File: config.mk
export PLATFORM = sky130hd
export DESIGN_NAME = blackjack_top
export DESIGN_NICKNAME = d
export VERILOG_FILES = /design/src/logic/record_pkg.sv /design/src/logic/game_pkg.sv /design/src/logic/blackjack_top.sv /design/src/logic/win_blink_timer.sv /design/src/logic/score_table.sv /design/src/logic/winner_judge.sv /design/src/logic/round_fsm.sv /design/src/logic/player_hand.sv
export VERILOG_INCLUDE_DIRS = /design/src /design/src/logic
export SDC_FILE = /design/constraint.sdc
export NUM_CORES = 1
export LEC_CHECK = 0
export BUFFER_PORTS_ARGS = -buffer_cell sky130_fd_sc_hd__buf_2
export CAP_MARGIN = 30
export CELL_PAD_IN_SITES_DETAIL_PLACEMENT = 0
export CELL_PAD_IN_SITES_GLOBAL_PLACEMENT = 1
export CORE_ASPECT_RATIO = 0.6
export CORE_MARGIN = 3
export CORE_UTILIZATION = 53
export CTS_CLUSTER_SIZE = 24
export DETAILED_ROUTE_END_ITERATION = 12
export PLACE_DENSITY_LB_ADDON = 0.08
export SYNTH_ARGS = -nofsm -noshare
export SYNTH_HDL_FRONTEND = slang
export SYNTH_SLANG_ARGS = --single-unit
File: constraint.sdc
create_clock -name clk -period 6.2 [get_ports clk]
set_input_delay 1.55 -clock clk [delete_from_list [all_inputs] [get_ports clk]]
set_output_delay 1.55 -clock clk [all_outputs]
set_load 0.03 [all_outputs]
File: src/logic/blackjack_defines.svh
`ifndef BLACKJACK_DEFINES_SVH
`define BLACKJACK_DEFINES_SVH

// width of every score value, big enough to hold a bust hand
`define SCORE_W 8

// a score above this is bust, and a score equal to it wins outright
`define BUST_LIMIT 21

// the computer dealer stops drawing from this score upwards
`define DEALER_STAND 17

// number of saved round scores, the record address is log2 of this
`define TABLE_DEPTH 32

// counter bit that drives the winner lamps on the board clock
`define BLINK_BIT_DEFAULT 22

// starting values of the two card generators, they must not be zero
`define LFSR_SEED_P1 5'b01101
`define LFSR_SEED_P2 5'b10110

`endif
File: src/logic/record_pkg.sv
`include "blackjack_defines.svh"

package record_pkg;

	// index into the saved score table
	typedef logic [$clog2(`TABLE_DEPTH)-1:0] rec_addr_t;

	// save request and the two table addresses
	typedef struct packed {
		logic save;
		rec_addr_t save_addr;
		rec_addr_t read_addr;
	} record_cmd_t;

endpackage

File: src/logic/game_pkg.sv
`include "blackjack_defines.svh"

package game_pkg;

	// one player's running total
	typedef logic [`SCORE_W-1:0] score_t;

	// what a player has on the table
	typedef struct packed {
		score_t score;
		logic stopped;
	} hand_t;

	// button pulses from a player, one pulse per card or stand
	typedef struct packed {
		logic draw;
		logic stand;
	} player_ctrl_t;

	// accepted commands from the round FSM to one hand
	typedef struct packed {
		logic draw;
		logic stand;
		logic clear;
	} hand_cmd_t;

	// the round is either still open or settled
	typedef enum logic {
		PLAY = 1'b0,
		FINISHED = 1'b1
	} round_phase_t;

	// settlement of the current hands
	typedef struct packed {
		logic p1_win;
		logic p2_win;
		logic decided;
		score_t top_score;
	} result_t;

	// winner lamps, one per player
	typedef struct packed {
		logic p1;
		logic p2;
	} win_leds_t;

endpackage

File: src/logic/blackjack_top.sv
`timescale 1ns/1ps
`include "blackjack_defines.svh"

module blackjack_top #(
	parameter int BLINK_BIT = `BLINK_BIT_DEFAULT
) (
	input logic clk,
	input logic reset,
	input logic mode_ai,
	input logic new_round,
	input game_pkg::player_ctrl_t p1_ctrl,
	input game_pkg::player_ctrl_t p2_ctrl,
	input record_pkg::record_cmd_t record,
	output game_pkg::hand_t p1_hand,
	output game_pkg::hand_t p2_hand,
	output game_pkg::result_t result,
	output game_pkg::round_phase_t phase,
	output game_pkg::score_t read_data,
	output game_pkg::score_t best_score,
	output game_pkg::win_leds_t leds
);
	import game_pkg::*;

	hand_cmd_t p1_cmd;
	hand_cmd_t p2_cmd;
	logic save_en;

	// the two hands differ only in where their card generators start
	player_hand #(.LFSR_SEED(`LFSR_SEED_P1)) u_p1_hand (
		.clk(clk),
		.reset(reset),
		.cmd(p1_cmd),
		.hand(p1_hand)
	);

	player_hand #(.LFSR_SEED(`LFSR_SEED_P2)) u_p2_hand (
		.clk(clk),
		.reset(reset),
		.cmd(p2_cmd),
		.hand(p2_hand)
	);

	round_fsm u_round_fsm (
		.clk(clk),
		.reset(reset),
		.mode_ai(mode_ai),
		.new_round(new_round),
		.decided(result.decided),
		.p1_ctrl(p1_ctrl),
		.p2_ctrl(p2_ctrl),
		.p1_hand(p1_hand),
		.p2_hand(p2_hand),
		.record_save(record.save),
		.p1_cmd(p1_cmd),
		.p2_cmd(p2_cmd),
		.save_en(save_en),
		.phase(phase)
	);

	// settlement is purely combinational on the registered hands
	winner_judge u_winner_judge (
		.p1_hand(p1_hand),
		.p2_hand(p2_hand),
		.result(result)
	);

	score_table u_score_table (
		.clk(clk),
		.reset(reset),
		.write(save_en),
		.save_addr(record.save_addr),
		.read_addr(record.read_addr),
		.score(result.top_score),
		.read_data(read_data),
		.best_score(best_score)
	);

	win_blink_timer #(.BLINK_BIT(BLINK_BIT)) u_win_blink_timer (
		.clk(clk),
		.reset(reset),
		.result(result),
		.leds(leds)
	);

endmodule

File: src/logic/win_blink_timer.sv
`timescale 1ns/1ps
`include "blackjack_defines.svh"

module win_blink_timer #(
	parameter int BLINK_BIT = `BLINK_BIT_DEFAULT
) (
	input logic clk,
	input logic reset,
	input game_pkg::result_t result,
	output game_pkg::win_leds_t leds
);
	logic [BLINK_BIT:0] count;
	logic any_win;

	assign any_win = result.p1_win || result.p2_win;

	// the counter only runs while somebody is winning, so every blink starts dark
	always_ff @(posedge clk or negedge reset)
	begin
		if (!reset)
		begin
			count <= '0;
		end
		else if (!any_win)
		begin
			count <= '0;
		end
		else
		begin
			count <= count + 1'b1;
		end
	end

	// the top counter bit sets the blink rate
	assign leds.p1 = result.p1_win && count[BLINK_BIT];
	assign leds.p2 = result.p2_win && count[BLINK_BIT];

endmodule

File: src/logic/score_table.sv
`timescale 1ns/1ps
`include "blackjack_defines.svh"

module score_table (
	input logic clk,
	input logic reset,
	input logic write,
	input record_pkg::rec_addr_t save_addr,
	input record_pkg::rec_addr_t read_addr,
	input game_pkg::score_t score,
	output game_pkg::score_t read_data,
	output game_pkg::score_t best_score
);
	import game_pkg::*;

	score_t mem [`TABLE_DEPTH];

	// single port write with a registered read, maps onto block RAM
	always_ff @(posedge clk)
	begin
		if (write)
		begin
			mem[save_addr] <= score;
		end
		// reading the address being written returns the old entry
		read_data <= mem[read_addr];
	end

	// best score follows every save that ties or beats it
	always_ff @(posedge clk or negedge reset)
	begin
		if (!reset)
		begin
			best_score <= '0;
		end
		else if (write && (score >= best_score))
		begin
			best_score <= score;
		end
	end

endmodule

File: src/logic/winner_judge.sv
`timescale 1ns/1ps
`include "blackjack_defines.svh"

module winner_judge (
	input game_pkg::hand_t p1_hand,
	input game_pkg::hand_t p2_hand,
	output game_pkg::result_t result
);
	import game_pkg::*;

	score_t s1;
	score_t s2;
	logic bust1;
	logic bust2;
	logic hit1;
	logic hit2;
	logic both_stopped;

	assign s1 = p1_hand.score;
	assign s2 = p2_hand.score;

	// over the limit loses, exactly on the limit wins at once
	assign bust1 = s1 > score_t'(`BUST_LIMIT);
	assign bust2 = s2 > score_t'(`BUST_LIMIT);
	assign hit1 = s1 == score_t'(`BUST_LIMIT);
	assign hit2 = s2 == score_t'(`BUST_LIMIT);
	assign both_stopped = p1_hand.stopped && p2_hand.stopped;

	always_comb
	begin
		result = '0;
		result.decided = bust1 || bust2 || hit1 || hit2 || both_stopped;

		if (bust1 || bust2)
		begin
			// a single bust hands the round to the other player, a double bust to nobody
			result.p1_win = bust2 && !bust1;
			result.p2_win = bust1 && !bust2;
		end
		else if (hit1 || hit2)
		begin
			result.p1_win = hit1;
			result.p2_win = hit2;
		end
		else if (both_stopped)
		begin
			// equal totals light both lamps
			result.p1_win = s1 >= s2;
			result.p2_win = s2 >= s1;
		end

		// the best legal total of the round, what gets saved to the table
		if (!bust1 && !bust2)
		begin
			result.top_score = (s1 > s2) ? s1 : s2;
		end
		else if (!bust1)
		begin
			result.top_score = s1;
		end
		else if (!bust2)
		begin
			result.top_score = s2;
		end
	end

endmodule

File: src/logic/round_fsm.sv
`timescale 1ns/1ps
`include "blackjack_defines.svh"

module round_fsm (
	input logic clk,
	input logic reset,
	input logic mode_ai,
	input logic new_round,
	input logic decided,
	input game_pkg::player_ctrl_t p1_ctrl,
	input game_pkg::player_ctrl_t p2_ctrl,
	input game_pkg::hand_t p1_hand,
	input game_pkg::hand_t p2_hand,
	input logic record_save,
	output game_pkg::hand_cmd_t p1_cmd,
	output game_pkg::hand_cmd_t p2_cmd,
	output logic save_en,
	output game_pkg::round_phase_t phase
);
	import game_pkg::*;

	hand_cmd_t p1_next;
	hand_cmd_t p2_next;
	logic p1_live;
	logic p2_live;
	logic dealer_stands;
	logic accept_play;

	// a player counts as stopped as soon as a stand is on its way to the hand
	assign p1_live = !p1_hand.stopped && !p1_cmd.stand;
	assign p2_live = !p2_hand.stopped && !p2_cmd.stand;

	// cards are only dealt while the round is open and not yet settled
	assign accept_play = (phase == PLAY) && !decided;

	// the dealer holds at the threshold, or when it already beats a stopped opponent
	assign dealer_stands = (p1_hand.score >= score_t'(`DEALER_STAND))
		|| (p2_hand.stopped && (p1_hand.score > p2_hand.score));

	// saves only make sense once the round has a final top score
	assign save_en = record_save && (phase == FINISHED);

	always_comb
	begin
		p1_next = '0;
		p2_next = '0;
		if (accept_play)
		begin
			if (mode_ai)
			begin
				// each p1 draw press is one dealer step, the p1 stand button does nothing
				if (p1_ctrl.draw && p1_live)
				begin
					p1_next.stand = dealer_stands;
					p1_next.draw = !dealer_stands;
				end
			end
			else
			begin
				p1_next.draw = p1_ctrl.draw && p1_live;
				p1_next.stand = p1_ctrl.stand && p1_live;
			end
			p2_next.draw = p2_ctrl.draw && p2_live;
			p2_next.stand = p2_ctrl.stand && p2_live;
		end
		else if ((phase == FINISHED) && new_round)
		begin
			p1_next.clear = 1'b1;
			p2_next.clear = 1'b1;
		end
	end

	// commands are registered, so a press sampled at one edge moves the hand at the next
	always_ff @(posedge clk or negedge reset)
	begin
		if (!reset)
		begin
			p1_cmd <= '0;
			p2_cmd <= '0;
		end
		else
		begin
			p1_cmd <= p1_next;
			p2_cmd <= p2_next;
		end
	end

	always_ff @(posedge clk or negedge reset)
	begin
		if (!reset)
		begin
			phase <= PLAY;
		end
		else if ((phase == PLAY) && decided)
		begin
			phase <= FINISHED;
		end
		else if ((phase == FINISHED) && p1_cmd.clear)
		begin
			// reopen together with the edge that empties the hands
			phase <= PLAY;
		end
	end

endmodule

File: src/logic/player_hand.sv
`timescale 1ns/1ps
`include "blackjack_defines.svh"

module player_hand #(
	parameter logic [4:0] LFSR_SEED = `LFSR_SEED_P1
) (
	input logic clk,
	input logic reset,
	input game_pkg::hand_cmd_t cmd,
	output game_pkg::hand_t hand
);
	import game_pkg::*;

	logic [4:0] lfsr;
	logic feedback;
	score_t card_value;

	// taps on bits 4 and 1 give a maximal length sequence over five bits
	assign feedback = lfsr[4] ^ lfsr[1];

	// the low bit of the generator picks a small or a large card
	assign card_value = lfsr[0] ? score_t'(3) : score_t'(1);

	// the generator steps every cycle, so the card depends on when the player presses
	always_ff @(posedge clk or negedge reset)
	begin
		if (!reset)
		begin
			lfsr <= LFSR_SEED;
		end
		else if (lfsr == 5'd0)
		begin
			// the all-zero state would lock up, so restart from the seed
			lfsr <= LFSR_SEED;
		end
		else
		begin
			lfsr <= {lfsr[3:0], feedback};
		end
	end

	// score and stop flag follow the accepted commands one edge later
	always_ff @(posedge clk or negedge reset)
	begin
		if (!reset)
		begin
			hand <= '0;
		end
		else if (cmd.clear)
		begin
			// a new round wipes the total and lets the player draw again
			hand <= '0;
		end
		else
		begin
			if (cmd.draw)
			begin
				hand.score <= hand.score + card_value;
			end
			// once set, the stop flag stays until the next clear
			if (cmd.stand)
			begin
				hand.stopped <= 1'b1;
			end
		end
	end

endmodule

==> impl_metrics.toml <==
[run_status]
status = "complete, no violations"

[sta]
fmax_mhz = 201
max_slew_margin_pct = 33.5
rsz0062_at_grt = "false"
fin_worst_skew_ns = 0.0175
worst_slew_pin_slew_ns = 0.992
period_share_pct = 80.3
period_minus_slack_ns = 4.98
slew_violations = 0
hold_viol_final = 0
fin_setup_tns_ns = 0
setup_viol = 0

[global_route]
grt-ovfl-total = 0
grt_pass1_wl_mm = 44.1
grt_pass1_vias = 7239
grtUsageMet3_pct = 4.69
grt_use_met2_pct = 31.5
grt_usage_pct = 21.8
grt_busiest_layer = "met1"
grt.met1_usage_pct = 34.8
grt_max_degree = 66
antenna_found_initial = 3

[worst_setup_path]
crit_required_ns = 4.65
cp-end-kind = "output port"
crit_type = "flip-flop to output port"
r2r_end = "u_score_table.best_score[0]$_DFFE_PN0P_"
worstRegToRegCells = 15
crit_fanout = 34
r2r_slack_ns = 1.73
r2r_start = "u_p2_hand.hand[2]$_DFFE_PN0P_"
worstSetupStartpointType = "flip-flop"
crit_arrival_ns = 3.43

[min_path]
whs_path_depth = 0
hold_class = "flip-flop to flip-flop"
holdPathEnd = "u_p2_hand.lfsr[3]$_DFF_PN0_"
min-delay-start = "u_p2_hand.lfsr[2]$_DFF_PN1_"

[detailed_routing]
firstDrtPassIters = 5
via_count = 7290
wl_per_cell_um = 22.4
final_antenna_net_count = 0
vias_per_cell = 5.65
drt_iter0_drc = 818
remaining_drc_errors = 0
routed_wl_mm = 28.9

[clocking]
cts_tree = "yes"
post_cts.repair.setup_buffers = 0
clkTransAtPathRegs_ns = 0.06
cts_resized = 0
numCtsBuffers = 29
worstSkewPairLatency_ns = 0.56
hold_buffers = 0
cts_sinks = 329
clock_path_buffers = 3
cts_root_buf = "clkbuf_16"
htreeDepth = 1

[synth]
synth_area_leaders = "edfxtp_1 57%, mux4_2 13%, dfrtp_1 11%"
synthDistinctLibCells = 51
syn_avg_cell_area_um2 = 17.4
synth-main-ff-cell = "edfxtp_1"
yosysSeqAreaShare_pct = 70.0
synth_edf_count = 256
ys_warn_count = 0
synthCells = 778
syn_area_um2 = 13500
synth-seq-cells = 329
synth_largest_area_cell = "edfxtp_1"
synth_top_cell_area_share_pct = 56.7
synth-async-reset-ratio_pct = 19.8

[cells_and_area]
layout_commonest_cell = "edfxtp_1"
syn_to_final_growth_pct = 13.7
fin_util_pct = 62.5
antenna_cells = 0
num-nets-final = 986
drive_above_1_share_pct = 22.9
layout_common_cells = "256 x edfxtp_1, 102 x conb_1, 89 x nor2_1"

[die]
start_util_pct = 54.9
coreArea_um2 = 24700
ios = 67
die_w_um = 212
fp.dieH_um = 130
dieArea_um2 = 27600
num_rows = 44

[flow_run]
cap_viol_max_count = 0

[placed_design]
hpwlAfterDp_mm = 19.4
gp_congestion = 0.822
io_buffer_count = 63

[power_and_ir_drop]
power.density_nw_per_um2 = 372
leakage_uw = 0.00553
ir_drop_mv = 0.213
through the flow:
step	std cells	cell area, um^2	worst slack (ns)	hold WS, ns	total power, uW
6_report	1290	15400	1.22	0.415	5730
5_1_grt	1290	15400	0.962	0.417	5990
2_1_floorplan	879	13900	0.613	0.404	3640
3_5_place_dp	1237	14500	1.77	0.401	4090
3_3_place_gp	1237	14500	1.93	0.397	4040
4_1_cts	1290	15400	1.22	0.410	5770
worst max-delay path, cell delays in order (launching register included):
cell	delay, ns
dfrtp_1	0.58
inv_1	0.09
ha_1	0.31
nor2b_1	0.17
o211ai_1	0.15
a211oi_1	0.44
o21bai_1	0.15
mux2i_1	0.17
o21ai_2	0.14
buf_4	0.39
buf_2	0.28
worst max-delay path by stage:
| stage | slack, ns | to | cells past startpoint | start |
|---|---|---|---|---|
| after global routing | 0.96 | result[4] | 8 | u_p2_hand.hand[2]$_DFFE_PN0P_ |
| after floorplan | 0.61 | u_score_table.best_score[2]$_DFFE_PN0P_ | 14 | u_p1_hand.hand[1]$_DFFE_PN0P_ |
| after CTS | 1.22 | result[4] | 8 | u_p2_hand.hand[2]$_DFFE_PN0P_ |
| after global placement | 1.93 | u_score_table.best_score[4]$_DFFE_PN0P_ | 15 | u_p2_hand.hand[2]$_DFFE_PN0P_ |
| after detailed placement | 1.77 | u_score_table.best_score[2]$_DFFE_PN0P_ | 15 | u_p2_hand.hand[2]$_DFFE_PN0P_ |
| final | 1.22 | result[1] | 10 | u_p2_hand.hand[2]$_DFFE_PN0P_ |
state kept, by name, indices dropped and copies added (netlist names):
signal / cells
u_score_table.mem: 256
u_win_blink_timer.count: 23
u_p1_hand.hand: 9
u_p2_hand.hand: 9
u_score_table.best_score: 8
u_score_table.read_data: 8
u_p1_hand.lfsr: 5
u_p2_hand.lfsr: 5
u_round_fsm.p1_cmd: 3
u_round_fsm.p2_cmd: 2
u_round_fsm.phase: 1
area by class of cell:
cell class	instances	area, um^2
fill	1788	9250
tap	322	403
multi-input combinational	495	4200
clock inverter	19	125
sequential	329	9480
timing repair buffer	73	393
clock buffer	34	744
inverter	18	67.6
synthesized netlist by cell type, types with 10 or more instances:
library cell	number
xor2_1	17
clkbuf_1	15
nand3_1	14
edfxtp_1	256
xnor2_1	18
nand4_1	14
a21oi_1	16
mux4_2	80
mux2_2	12
inv_1	18
dfrtp_1	59
ha_1	19
buf_4	10
nor2_1	89
nand2_1	23
report_power, final:
part / total (uW) / leakage (uW) / switching (uW) / internal (uW)
Sequential: 2850 / 0.00321 / 112 / 2740
Clock: 1690 / 0.000425 / 784 / 901
Combinational: 1190 / 0.00190 / 839 / 353
Total: 5730 / 0.00553 / 1730 / 3990
routing by layer:
| layer | up-vias | wire [um] |
|---|---|---|
| met2 | 240 | 12500 |
| met5 | - | 0 |
| met1 | 3752 | 13600 |
| met4 | 0 | 422 |
| met3 | 44 | 2360 |
| li1 | 3254 | - |
cell families (layout without fill, tap and decap cells):
group,count (synthesis),after routing,share of synthesized area (%)
AO/OA/AOI/OAI,55,55,2.71
XOR/XNOR,35,35,2.26
adder cells (fa/ha/maj),21,21,2.05
buffers and inverters,55,144,1.88
flip-flops,329,329,70.0
multiplexers,96,96,14.6
other,1,102,0.0277
AND/OR/NAND/NOR,186,186,6.50
(Power assumes the default switching activity.)
